--- config.mk ---
export PLATFORM = sky130hd
export DESIGN_NAME = rx_host_reader
export DESIGN_NICKNAME = d
export VERILOG_FILES = /design/src/nic_pkg.sv /design/src/rx_host_reader.sv
export SDC_FILE = /design/constraint.sdc
export NUM_CORES = 1
export LEC_CHECK = 0
export BUFFER_PORTS_ARGS = -buffer_cell sky130_fd_sc_hd__buf_4
export CORE_MARGIN = 3
export CORE_UTILIZATION = 28
export CTS_CLUSTER_SIZE = 16
export DETAILED_ROUTE_END_ITERATION = 8
export PLACE_DENSITY = 0.77
export SLEW_MARGIN = 20
export SYNTH_ARGS = -nofsm -noshare
export SYNTH_HDL_FRONTEND = slang
export SYNTH_SLANG_ARGS = --single-unit
export TNS_END_PERCENT = 1
--- constraint.sdc ---
create_clock -name clk156_25 -period 1.38 [get_ports clk156_25]
set_input_delay 0.414 -clock clk156_25 [delete_from_list [all_inputs] [get_ports clk156_25]]
set_output_delay 0.414 -clock clk156_25 [all_outputs]
set_load 0.01 [all_outputs]
--- src/nic_pkg.sv ---
// Shared definitions for the 10G NIC receive path
// Buffer geometry, MAC word widths and the types that cross
// between the MAC side, the frame buffer and the host reader

package nic_pkg;

    // ------------------------------------------------------------
    // Sizes
    // ------------------------------------------------------------
    localparam int BUF_AW    = 10;                  // Buffer address bits
    localparam int BUF_DEPTH = 1 << BUF_AW;         // 1024 word slots
    localparam int DATA_W    = 64;                  // XGMAC data width
    localparam int KEEP_W    = DATA_W / 8;          // One valid bit per byte
    localparam int DROP_W    = 16;                  // Dropped frame counter

    // ------------------------------------------------------------
    // Types
    // ------------------------------------------------------------
    // One stored word, 73 bits
    typedef struct packed {
        logic [DATA_W-1:0] data;                    // MAC payload
        logic [KEEP_W-1:0] keep;                    // Low bytes valid, contiguous
        logic              last;                    // Final word of a good frame
    } rx_word_t;

    typedef logic [BUF_AW-1:0] buf_addr_t;          // RAM slot index

    // Extra MSB is the wrap bit so full and empty differ
    typedef logic [BUF_AW:0]   buf_ptr_t;

    typedef logic [DROP_W-1:0] drop_cnt_t;          // Wraps silently

endpackage

--- src/rx_host_reader.sv ---
// Receive host reader
// Drains committed words from the frame buffer towards the host
// while the host allows it; valid lines up with the RAM output

`timescale 1ns/10ps

module rx_host_reader (
    input  logic                clk156_25,
    input  logic                rst_n,
    input  logic                host_rd_en,         // Host level, low holds data
    input  nic_pkg::buf_ptr_t   commit_wr_ptr,      // End of committed frames
    input  nic_pkg::rx_word_t   rd_word,            // Registered RAM data
    output nic_pkg::buf_addr_t  rd_addr,
    output nic_pkg::buf_ptr_t   commit_rd_ptr,      // Frees slots for the MAC side
    output logic                host_valid,
    output nic_pkg::rx_word_t   host_word
);
    import nic_pkg::*;

    // ------------------------------------------------------------
    // Read pointer
    // ------------------------------------------------------------
    buf_ptr_t rd_ptr;                               // Next slot to read
    logic     rd_issue;                             // One read this cycle

    // Committed data pending and host willing
    assign rd_issue = host_rd_en && (rd_ptr != commit_wr_ptr);

    assign rd_addr       = rd_ptr[BUF_AW-1:0];      // Drop wrap bit for RAM
    assign commit_rd_ptr = rd_ptr;                  // Slot freed once addressed

    always_ff @(posedge clk156_25) begin
        if (!rst_n) begin
            rd_ptr     <= '0;
            host_valid <= 1'b0;
        end else begin
            host_valid <= rd_issue;                 // Matches RAM read latency
            if (rd_issue) begin
                rd_ptr <= rd_ptr + 1'b1;
            end
        end
    end

    // ------------------------------------------------------------
    // Host side
    // ------------------------------------------------------------
    // RAM output is already registered, qualified by host_valid
    assign host_word = rd_word;

endmodule

==> impl_metrics.sql <==
INSERT INTO impl_metrics (metric_group, metric, value, unit) VALUES
('run_status', 'outcome', 'finished with violations', ''),
('run_status', 'violations', 'setup timing', ''),
('die', 'io_pins', '182', ''),
('timing', 'finClkSkew', '1.016', 'ps'),
('pwr', 'power', '0.9204', 'mW'),
('worst_setup_path', 'worstPathArrival', '1790', 'ps'),
('worst_setup_path', 'timing.critical_path.fanout_max', '3', ''),
('synth', 'synth_cells', '165', ''),
('timing', 'timing_worst_slew_pin_value', '402.7', 'ps'),
('place', 'detailedPlacementHpwl', '2.249', 'mm'),
('synth', 'total_of_warnings_raised_by_yosys', '0', ''),
('clock_network', 'root_buffer', 'clkbuf_8', ''),
('clock_network', 'clock_sink_count', '12', ''),
('clock_network', 'cts_tree', 'done', ''),
('grt', 'pin_count_of_the_biggest_net_entering_global_routing', '13', ''),
('die', 'core_region_area', '4504', 'sq um'),
('worst_setup_path', 'critical_path.startpoint', 'commit_rd_ptr[0]$_SDFFE_PN0P_', ''),
('grt', 'grt.overflow.total', '0', ''),
('finish', 'filler_cell_count', '466', ''),
('die', 'chipWidth', '75.31', 'microns'),
('synth', 'fraction_of_post_synthesis_cell_area_in_the_top_cell_type_by_area', '46.88', '%'),
('timing', 'grt_setup_unrepaired', 'yes', ''),
('worst_setup_path', 'critPathLaunchType', 'flip-flop', ''),
('place', 'place.port_buffers', '35', ''),
('finish', 'area.growth.synth_to_final', '4.744', '%'),
('synth', 'yosys_register_bits', '12', ''),
('timing', 'setup_viol_count_final', '12', ''),
('synth', 'synth_cell_type_count', '30', ''),
('grt', 'global_route_wire_length_before_repair', '4.084', 'mm'),
('grt', 'initial_antenna_violation_count', '0', ''),
('timing', 'timing.slew.headroom', '72.73', '%'),
('detailed_routing', 'route.met2.wl', '1.708', 'mm'),
('synth', 'post_synth_instance_area', '1345', 'sq um'),
('synth', 'synth_seq_area_share', '17.86', '%'),
('run', 'drv.max_cap_violation_count', '0', ''),
('detailed_routing', 'drtAntennaViolNets', '0', ''),
('worst_setup_path', 'reg2regPathDepth', '7', ''),
('worst_setup_path', 'end_kind', 'flip-flop', ''),
('place', 'globalplace.congestion', '0.7566', ''),
('clock_network', 'clock_insertion_delay_worst_skew', '240', 'ps'),
('detailed_routing', 'remaining_drc_errors', '0', ''),
('worst_setup_path', 'critPathSlowestCell', 'or3_4', ''),
('finish', 'diodes', '0', ''),
('worst_setup_path', 'endpoint', 'commit_rd_ptr[8]$_SDFFE_PN0P_', ''),
('die', 'start_util', '29.86', '%'),
('detailed_routing', 'first_pass_iters', '4', ''),
('worst_setup_path', 'critical_path.cell_chain', 'buf_6 -> ha_4 -> nand3_2 -> nor3_2 -> inv_1 -> or3_4 -> a21oi_2', ''),
('pwr', 'ir_worst_vdd', '0.2883', 'mV'),
('worst_setup_path', 'r2r_slack', '-230', 'ps'),
('synth', 'ys_top_cells_by_area', 'buf_4 47%, dfxtp_1 18%, xnor2_1 6.5%', ''),
('pwr', 'leakage', '0.5628', 'nW'),
('die', 'num_rows', '24', ''),
('detailed_routing', 'uppermost_signal_routing_layer_after_detailed_routing', 'met4', ''),
('finish', 'final_util', '31.28', '%'),
('clock_network', 'worst_setup_hold_path_clk_slew', '50', 'ps'),
('synth', 'synth_area_per_cell', '8.152', 'sq um'),
('grt', 'first_global_vias', '913', ''),
('worst_setup_path', 'critical-path-max-stage-delay', '380', 'ps'),
('timing', 'fin_crit_share', '116.8', '%'),
('detailed_routing', 'wl_per_cell', '16.94', 'microns'),
('detailed_routing', 'detail_route.wirelength', '3.269', 'mm'),
('worst_setup_path', 'timing.rr.end', 'commit_rd_ptr[8]$_SDFFE_PN0P_', ''),
('synth', 'syn-num-nets', '253', ''),
('timing', 'final_critical_path_setup_slack', '-231.6', 'ps'),
('clock_network', 'cts-htree-levels', '1', ''),
('detailed_routing', 'wl_met3', '288', 'microns'),
('worst_hold_path', 'worstHoldPathType', 'input pin to flip-flop', ''),
('detailed_routing', 'vias', '949', ''),
('timing', 'layout_min_cycle_time', '1612', 'ps'),
('die', 'fp.dieH', '75.31', 'microns'),
('worst_setup_path', 'crit-reg2reg-launch', 'commit_rd_ptr[0]$_SDFFE_PN0P_', '');
registers in the layout, summed over array words and instances (netlist names):
signal	cells
host_valid	1
commit_rd_ptr	11
where the power goes:
part | total (mW) | internal (mW) | switching, mW
combinational | 0.168 | 0.0943 | 0.0740
sequential | 0.361 | 0.355 | 0.00544
clock | 0.392 | 0.253 | 0.139
total | 0.920 | 0.702 | 0.218
cells by family after synthesis:
| group | after synthesis | share of synthesized area, % |
|---|---|---|
| mux | 3 | 2.233 |
| xor+xnor | 12 | 8.372 |
| flops | 12 | 17.86 |
| buf+inv | 89 | 48.84 |
| compound gates | 15 | 6.977 |
| fa+ha+maj | 1 | 0.9301 |
| simple gates | 33 | 14.79 |
what timing repair did:
item | CTS | global route
resized for setup | 3 | 24
hold buffers | 0 | 0
pin swaps | 8 | 7
setup endpoints to repair | 12 | 12
setup buffers | 1 | 4
cell usage in the layout (no fill, tap or decap), types with 2 or more instances in the layout:
master / Yosys / layout
buf_4: 84 / 54
dfxtp_2: 0 / 8
xnor2_1: 10 / 6
nand2_1: 5 / 5
xnor2_2: 1 / 5
nand2b_1: 4 / 4
nand4_1: 4 / 4
nand3_1: 6 / 4
o31ai_1: 5 / 4
clkbuf_8: 0 / 4
dfxtp_1: 12 / 4
buf_6: 1 / 4
mux2i_1: 3 / 3
nor3_2: 1 / 3
inv_1: 3 / 3
a21oi_2: 0 / 3
nand3_2: 0 / 2
or3_4: 0 / 2
o21ai_0: 2 / 2
or4_4: 0 / 2
a21oi_1: 5 / 2
stage by stage:
stage	cells	TNS, ps	area [sq um]
after floorplan	165	-925.6	1359
after global placement	184	-3278	1172
after detailed placement	184	-3865	1172
after CTS	189	-1354	1255
after global routing	193	-2558	1409
final	193	-1736	1409
per-layer routing:
layer | GRT usage [%] | vias to the layer above
li1 | - | 419
met3 | 2.243 | 29
met5 | 0 | -
met4 | 10.68 | 0
met1 | 8.293 | 451
met2 | 17.16 | 50
layout make-up:
class | count | area (sq um) | area share (%)
repair buffers | 58 | 450.4 | 31.97
flip-flops and latches | 12 | 250.2 | 17.76
multi-input cells | 64 | 576.8 | 40.94
well taps | 52 | 65.06 | 4.618
clock buffers | 4 | 55.05 | 3.908
inverters | 3 | 11.26 | 0.7993
worst min-delay path by stage:
| stage | endpoint | cells past startpoint | start |
|---|---|---|---|
| after floorplan | commit_rd_ptr[1]$_SDFFE_PN0P_ | 2 | commit_rd_ptr[1]$_SDFFE_PN0P_ |
| after global placement | commit_rd_ptr[1]$_SDFFE_PN0P_ | 3 | commit_rd_ptr[1]$_SDFFE_PN0P_ |
| after detailed placement | commit_rd_ptr[1]$_SDFFE_PN0P_ | 3 | commit_rd_ptr[1]$_SDFFE_PN0P_ |
| after CTS | commit_rd_ptr[0]$_SDFFE_PN0P_ | 3 | rst_n |
| after global routing | commit_rd_ptr[0]$_SDFFE_PN0P_ | 3 | rst_n |
| final | commit_rd_ptr[0]$_SDFFE_PN0P_ | 3 | rst_n |
critical path: cells and delay by family, from the launching register on:
kind            cells  cell delay [ps]
compound gates      1              140
fa+ha+maj           1              150
buf+inv             2              220
flops               1              350
simple gates        3              690
synthesized netlist by cell type, drive strengths merged:
cell type and instances:
a21oi 5, and2 1, and3 1, buf 85
clkbuf 1, dfxtp 12, ha 1, inv 3
mux2i 3, nand2 5, nand2b 4, nand3 6
nand4 5, nor2 1, nor3 3, nor4 1
o211ai 1, o21ai 3, o311ai 1, o31ai 5
or3 3, or4 3, xnor2 11, xor2 1
Note: power is estimated with default switching activity, not from simulation.
