**src/nic_pkg.sv**
```systemverilog
// Shared definitions for the 10G NIC receive path
// Buffer geometry, MAC word widths and the types that cross
// between the MAC side, the frame buffer and the host reader

package nic_pkg;

    // ------------------------------------------------------------
    // Sizes
    // ------------------------------------------------------------
    localparam int BUF_AW    = 10;                  // Buffer address bits
    localparam int BUF_DEPTH = 1 << BUF_AW;         // 1024 word slots
    localparam int DATA_W    = 64;                  // XGMAC data width
    localparam int KEEP_W    = DATA_W / 8;          // One valid bit per byte
    localparam int DROP_W    = 16;                  // Dropped frame counter

    // ------------------------------------------------------------
    // Types
    // ------------------------------------------------------------
    // One stored word, 73 bits
    typedef struct packed {
        logic [DATA_W-1:0] data;                    // MAC payload
        logic [KEEP_W-1:0] keep;                    // Low bytes valid, contiguous
        logic              last;                    // Final word of a good frame
    } rx_word_t;

    typedef logic [BUF_AW-1:0] buf_addr_t;          // RAM slot index

    // Extra MSB is the wrap bit so full and empty differ
    typedef logic [BUF_AW:0]   buf_ptr_t;

    typedef logic [DROP_W-1:0] drop_cnt_t;          // Wraps silently

endpackage

```
**src/rx_mac_interface.sv**
```systemverilog
// Receive MAC interface
// Stores incoming XGMAC words into the frame buffer one word late,
// tags the final word on a good frame and then commits the frame.
// Bad frames are rewound; frames that run out of room are rewound
// and counted as dropped.

`timescale 1ns/10ps

module rx_mac_interface (
    input  logic                         clk156_25,
    input  logic                         rst_n,
    input  logic [nic_pkg::DATA_W-1:0]   rx_data,
    input  logic [nic_pkg::KEEP_W-1:0]   rx_data_valid,
    input  logic                         rx_good_frame,
    input  logic                         rx_bad_frame,
    input  nic_pkg::buf_ptr_t            commit_rd_ptr,    // From host reader
    output logic                         wr_en,
    output nic_pkg::buf_addr_t           wr_addr,
    output nic_pkg::rx_word_t            wr_word,
    output nic_pkg::buf_ptr_t            commit_wr_ptr,    // To host reader
    output nic_pkg::drop_cnt_t           dropped_pkts
);
    import nic_pkg::*;

    // ------------------------------------------------------------
    // State
    // ------------------------------------------------------------
    logic [DATA_W-1:0] held_data;                   // Word waiting for its successor
    logic [KEEP_W-1:0] held_keep;
    logic              held_valid;                  // Held register occupied
    buf_ptr_t          wr_ptr;                      // Next free slot, uncommitted
    logic              overflow;                    // Current frame ran out of room
    logic              commit_pend;                 // Final word goes to RAM this cycle

    // Decode
    logic              word_in;
    logic              frame_end;
    buf_ptr_t          fill_level;
    logic              buf_full;
    logic              do_push;
    logic              do_last;
    logic              do_write;
    logic              ovf_hit;
    logic              drop_now;

    assign word_in    = |rx_data_valid;             // Any byte valid means a word
    assign frame_end  = rx_good_frame | rx_bad_frame;
    assign fill_level = wr_ptr - commit_rd_ptr;     // Includes uncommitted words
    assign buf_full   = (fill_level == buf_ptr_t'(BUF_DEPTH));

    // Mid-frame word pushes the previous one out
    assign do_push  = word_in & ~frame_end & held_valid & ~overflow & ~buf_full;
    // Good strobe flushes the held word as last
    assign do_last  = rx_good_frame & held_valid & ~overflow & ~buf_full;
    assign do_write = do_push | do_last;
    // Held word finds no slot and the rest of the frame is ignored
    assign ovf_hit  = word_in & ~frame_end & held_valid & ~overflow & buf_full;
    // Counted whichever strobe ends a frame that ran out of room
    assign drop_now = frame_end & (overflow | (held_valid & buf_full));

    // ------------------------------------------------------------
    // Payload path
    // ------------------------------------------------------------
    always_ff @(posedge clk156_25) begin
        if (word_in && !frame_end) begin
            held_data <= rx_data;                   // Capture newest word
            held_keep <= rx_data_valid;
        end
        if (do_write) begin
            wr_addr      <= wr_ptr[BUF_AW-1:0];     // Slot for the held word
            wr_word.data <= held_data;
            wr_word.keep <= held_keep;
            wr_word.last <= do_last;                // Only the strobe flush is last
        end
    end

    // ------------------------------------------------------------
    // Pointers, overflow and drop count
    // ------------------------------------------------------------
    always_ff @(posedge clk156_25) begin
        if (!rst_n) begin
            wr_en         <= 1'b0;
            commit_pend   <= 1'b0;
            held_valid    <= 1'b0;
            overflow      <= 1'b0;
            wr_ptr        <= '0;
            commit_wr_ptr <= '0;
            dropped_pkts  <= '0;
        end else begin
            wr_en       <= do_write;                // RAM write one cycle later
            commit_pend <= do_last;

            // Publish the frame once its last word is in RAM
            if (commit_pend) begin
                commit_wr_ptr <= wr_ptr;
            end

            if (frame_end) begin
                held_valid <= 1'b0;                 // Frame closed
                overflow   <= 1'b0;
                if (do_last) begin
                    wr_ptr <= wr_ptr + 1'b1;
                end else begin
                    wr_ptr <= commit_wr_ptr;        // Rewind bad or dropped frame
                end
                if (drop_now) begin
                    dropped_pkts <= dropped_pkts + 1'b1;
                end
            end else if (word_in) begin
                held_valid <= 1'b1;
                if (do_push) begin
                    wr_ptr <= wr_ptr + 1'b1;
                end
                if (ovf_hit) begin
                    overflow <= 1'b1;               // Sticky until the strobe
                end
            end
        end
    end

endmodule

```
**config.mk**
```make
export PLATFORM = sky130hd
export DESIGN_NAME = rx_mac_interface
export DESIGN_NICKNAME = d
export VERILOG_FILES = /design/src/nic_pkg.sv /design/src/rx_mac_interface.sv
export SDC_FILE = /design/constraint.sdc
export NUM_CORES = 1
export LEC_CHECK = 0
export BUFFER_PORTS_ARGS = -buffer_cell sky130_fd_sc_hd__buf_4
export CORE_MARGIN = 4
export CORE_UTILIZATION = 35
export DETAILED_ROUTE_END_ITERATION = 6
export HOLD_SLACK_MARGIN = 0.12
export PLACE_DENSITY_LB_ADDON = 0.1
export SLEW_MARGIN = 25
export SYNTH_ARGS = -nofsm -noshare
export SYNTH_HDL_FRONTEND = slang
export SYNTH_SLANG_ARGS = --single-unit
```
**constraint.sdc**
```tcl
create_clock -name clk156_25 -period 9.1 [get_ports clk156_25]
set_input_delay 0 -clock clk156_25 [delete_from_list [all_inputs] [get_ports clk156_25]]
set_output_delay 0 -clock clk156_25 [all_outputs]
set_load 0.01 [all_outputs]
```
==> flow_results.org <==
** Worst setup path
- Sort of element at the end of the critical path :: flip-flop
- Crit Path Class :: flip-flop to flip-flop
- The slowest stage of the critical path belongs to the cell sky130_fd_sc_hd__buf_4.
- Max incr delay on CP :: 700 ps
- Cell-by-cell listing of the critical path :: ha_1 > a21oi_1 > o2bb2ai_2 > a311o_1 > a211oi_2 > a311oi_2 > a311oi_4 > o21a_4 > buf_4
- Minimum setup slack among reg-to-reg paths :: 5020 ps
- Measured in cells, the most critical reg-to-reg path has a length of 9.
- Delay-heaviest family, CP :: compound AO/OA/AOI/OAI gates
- Setup crit start kind :: flip-flop
- Number of logic stages on the critical path including buffering :: 9
- Following the worst setup path forward leads to its endpoint at wr_word[42].
- Crit Reg-Reg Endpoint :: wr_word[42]
- In this run the critical register-to-register path is launched from wr_ptr[5].
- Counting both buffers and inverters, the worst setup path holds a total of 1.
- Data required time of the critical path :: 9160 ps
- Data arrives at the worst endpoint at 4140 ps.
- Of all nets on the critical path, the largest fanout is 60.
- The most critical setup path has its startpoint at wr_ptr[5].

** Finish
- At the end of the flow, the number of nets in the layout was 854.
- 0 antenna diodes ended up in the layout.
- Area growth from synthesis to final layout :: 43.3%
- Of the cells placed in the final design, the portion with a size suffix greater than 1 is 0.327.

** Route
- After detailed routing, the number of vias per cell comes to 4.61.
- WL/cell :: 16.5 um
- Number of iterations in the first detailed-routing pass :: 4
- After detailed routing, the number of remaining DRC violations is 0.
- In this run, the number of DRC markers left after iteration 0 of detailed routing was 201.
- Wire length after detailed routing :: 17.2 mm
- The routed layout has 4788 vias.
- Post-route antenna net violation count :: 0

** Timing
- Transition at the pin with the smallest max-transition slack :: 982 ps
- Final worst clock skew :: 12.4 ps
- For the final routed database, the setup TNS stands at 0 ps.
- Unrepaired setup endpoints after global routing :: no
- Setup violations remaining at the end of the flow were counted as 0.
- Across all setup checks in the final design, the least slack found is 5020 ps.
- Max Clock Freq :: 0.245 GHz
- The count of pins over their slew limit was 0.
- Tcrit/Tclk final :: 0.449
- The final hold violation count is 0.
- Tightest slew margin relative to the limit :: 0.343
- After layout, the minimum clock period comes to 4080 ps.

** CTS
- For this design, the sink count on the clock tree is 197.
- CTS built an H-tree with a depth of 4.
- Source-to-sink clock delay at the later pin of the worst-skew pair :: 430 ps
- TritonCTS clock tree :: built
- Clock root buffer :: sky130_fd_sc_hd__clkbuf_16
- Buffers inserted during clock tree synthesis total 17.
- The number of gates resized after CTS was 0.
- Counting along the longest clock path gives a buffer depth of 2.
- Clock-pin slew was measured on the worst setup and hold paths at 80 ps.

** Synthesis
- Dominant cell type by area after synthesis :: sky130_fd_sc_hd__edfxtp_1
- Commonest register cell after synthesis :: sky130_fd_sc_hd__edfxtp_1
- The number of different library cells used by synthesis comes to 57.
- The cell area that synthesis handed to floorplanning was 0.00732 mm2.
- Warning count from the yosys run :: 0
- Largest cells by area after synthesis :: sky130_fd_sc_hd__edfxtp_1 (64%), sky130_fd_sc_hd__dfxtp_1 (11%), sky130_fd_sc_hd__mux2i_1 (3.0%)
- Share of synthesized area occupied by flip-flops and latches :: 0.751
- The share of synthesized area in the top cell type comes to 0.636.
- The synthesized design contains 155 enable-type register cells.
- Net count after synthesis :: 573
- Number of storage elements in the synthesis netlist :: 197
- Per-instance average area after synthesis :: 15.4 um2
- Post-Syn Instances :: 474
- For this run, asynchronously set or reset flops after synthesis account for 0.

** Status
- The flow ran to the end, and the final reports show no timing, DRC or antenna violations.

** Floorplan
- Die width :: 153 um
- Starting Density :: 0.358
- Row generation in the floorplan step produced 52 rows.
- Chip height :: 153 um
- Total Die Area :: 0.0233 mm2
- In this run the count of I/O pins placed on the die edge is 198.
- CORE AREA :: 0.0204 mm2

** GRT
- Global-route wire length before repair :: 26.9 mm
- Number of antenna violations at the first check in global routing :: 0
- Entering global routing, the biggest net connects 74 pins.
- Via count of the first global-routing pass :: 4833
- Overall global routing resource usage :: 0.146
- The total overflow left after global routing is 0.

** Pwr
- Leakage power :: 4.02 nW
- Power density over the cells :: 183 mW/mm2
- Worst supply voltage drop on vdd :: 0.114 mV

** Worst hold path
- Worst hold path type :: input pin to flip-flop

** Run
- Across the run, the number of max-cap violations was 0.

** Place
- Routability congestion estimate from global placement :: 0.788
- Before CTS, the worst setup slack after placement is 5010 ps.
- Summed over all nets, the half-perimeter wirelength after detailed placement is 11.9 mm.
- During placement, the flow inserted port buffers numbering 197.
metrics by stage:
step,total power [mW],util,cell area (um2),instances,hold WS (ps)
final,1.92,0.513,10500,1038,289
after global routing,2.00,0.513,10500,1038,268
after detailed placement,1.14,0.445,9100,930,179
after global placement,1.14,0.445,9100,930,178
after floorplan,1.08,-,7320,474,98.9
after CTS,1.95,0.513,10500,1038,269
worst min path at each step:
stage                           start       endpoint  slack, ps  cells after the start
after floorplan            rx_data[0]   held_data[0]        100                      0
after global placement    rx_data[18]  held_data[18]        180                      1
after detailed placement  rx_data[23]  held_data[23]        180                      1
after CTS                  rx_data[5]   held_data[5]        270                      2
after global routing      rx_data[41]  held_data[41]        270                      2
final                      rx_data[5]   held_data[5]        290                      2
registers in the layout, summed over array words and instances, names as in the netlist:
name,count
commit_wr_ptr,11
overflow,1
held_valid,1
wr_en,1
wr_ptr,11
wr_addr,10
commit_pend,1
wr_word,73
dropped_pkts,16
held_data,64
held_keep,8
metal layers:
metal  GRT usage  part of all wire  vias to the layer above
li1            -                 -                     2339
met1       0.202              0.47                     2275
met2       0.225              0.46                      156
met3      0.0412             0.055                       18
met4      0.0429             0.012                        0
met5           0                 0                        -
synth_stat cells, types with 4 or more instances:
cell	count
sky130_fd_sc_hd__inv_1	15
sky130_fd_sc_hd__nand4_1	4
sky130_fd_sc_hd__xnor2_1	14
sky130_fd_sc_hd__nor4_1	7
sky130_fd_sc_hd__o21ai_0	10
sky130_fd_sc_hd__nor2_1	44
sky130_fd_sc_hd__dfxtp_1	42
sky130_fd_sc_hd__nand2b_1	7
sky130_fd_sc_hd__a21o_1	5
sky130_fd_sc_hd__a21oi_1	18
sky130_fd_sc_hd__nand2_1	26
sky130_fd_sc_hd__ha_1	12
sky130_fd_sc_hd__o22ai_1	7
sky130_fd_sc_hd__clkbuf_1	7
sky130_fd_sc_hd__nand3_1	13
sky130_fd_sc_hd__nor3_1	5
sky130_fd_sc_hd__edfxtp_1	155
sky130_fd_sc_hd__mux2i_1	22
sky130_fd_sc_hd__and3_1	7
placed cells by master (no fill, tap or decap), types with 2 or more instances in the layout:
cell type	instances
sky130_fd_sc_hd__o211ai_1	2
sky130_fd_sc_hd__nor4b_2	2
sky130_fd_sc_hd__nand3_1	13
sky130_fd_sc_hd__mux2i_1	22
sky130_fd_sc_hd__nor3_1	5
sky130_fd_sc_hd__nand4_1	4
sky130_fd_sc_hd__inv_8	2
sky130_fd_sc_hd__a21oi_1	17
sky130_fd_sc_hd__inv_6	4
sky130_fd_sc_hd__nor3b_1	2
sky130_fd_sc_hd__and3_1	7
sky130_fd_sc_hd__a31oi_1	2
sky130_fd_sc_hd__edfxtp_1	155
sky130_fd_sc_hd__nor2_1	44
sky130_fd_sc_hd__xnor2_1	14
sky130_fd_sc_hd__a21o_1	5
sky130_fd_sc_hd__dlygate4sd3_1	76
sky130_fd_sc_hd__buf_4	200
sky130_fd_sc_hd__o21ai_0	10
sky130_fd_sc_hd__clkinv_8	5
sky130_fd_sc_hd__ha_1	12
sky130_fd_sc_hd__nand2_1	26
sky130_fd_sc_hd__and2_1	3
sky130_fd_sc_hd__nand2b_1	7
sky130_fd_sc_hd__or2_2	2
sky130_fd_sc_hd__dfxtp_1	42
sky130_fd_sc_hd__a211oi_1	3
sky130_fd_sc_hd__inv_1	15
sky130_fd_sc_hd__and4_1	2
sky130_fd_sc_hd__o22ai_1	7
sky130_fd_sc_hd__o21a_1	2
sky130_fd_sc_hd__nor4_1	7
sky130_fd_sc_hd__clkbuf_16	17
area by class of cell:
| type | instances | area (um2) |
|---|---|---|
| Fill cell | 1745 | 9940 |
| Tap cell | 270 | 338 |
| Clock inverter | 15 | 201 |
| Sequential cell | 197 | 5500 |
| Multi-Input combinational cell | 247 | 1700 |
| Timing Repair Buffer | 276 | 2260 |
| Inverter | 16 | 60.1 |
| Clock buffer | 17 | 425 |
logic make-up (layout without fill, tap and decap cells):
logic type / Yosys count / count (layout) / share of synthesized area
buffers and inverters: 30 / 324 / 0.0188
muxes: 24 / 24 / 0.0337
DFF: 197 / 197 / 0.751
AOI/OAI and AO/OA: 65 / 65 / 0.0672
and+or+nand+nor: 130 / 130 / 0.0886
adders and majority gates: 12 / 12 / 0.0205
xor gates and xnor gates: 16 / 16 / 0.0202
timing repair:
| item | 4_1_cts | 5_1_grt |
|---|---|---|
| endpoints found under the hold margin | 89 | 0 |
| setup buffers | 0 | 0 |
| hold buffers | 76 | 0 |
power by group:
part	total (mW)	leakage, nW	switching (mW)	internal (mW)
clock network	0.774	0.300	0.373	0.401
logic	0.130	1.94	0.0597	0.0700
registers	1.02	1.77	0.0101	1.01
total	1.92	4.02	0.443	1.48
No activity file was read; power rests on OpenSTA's default activity.
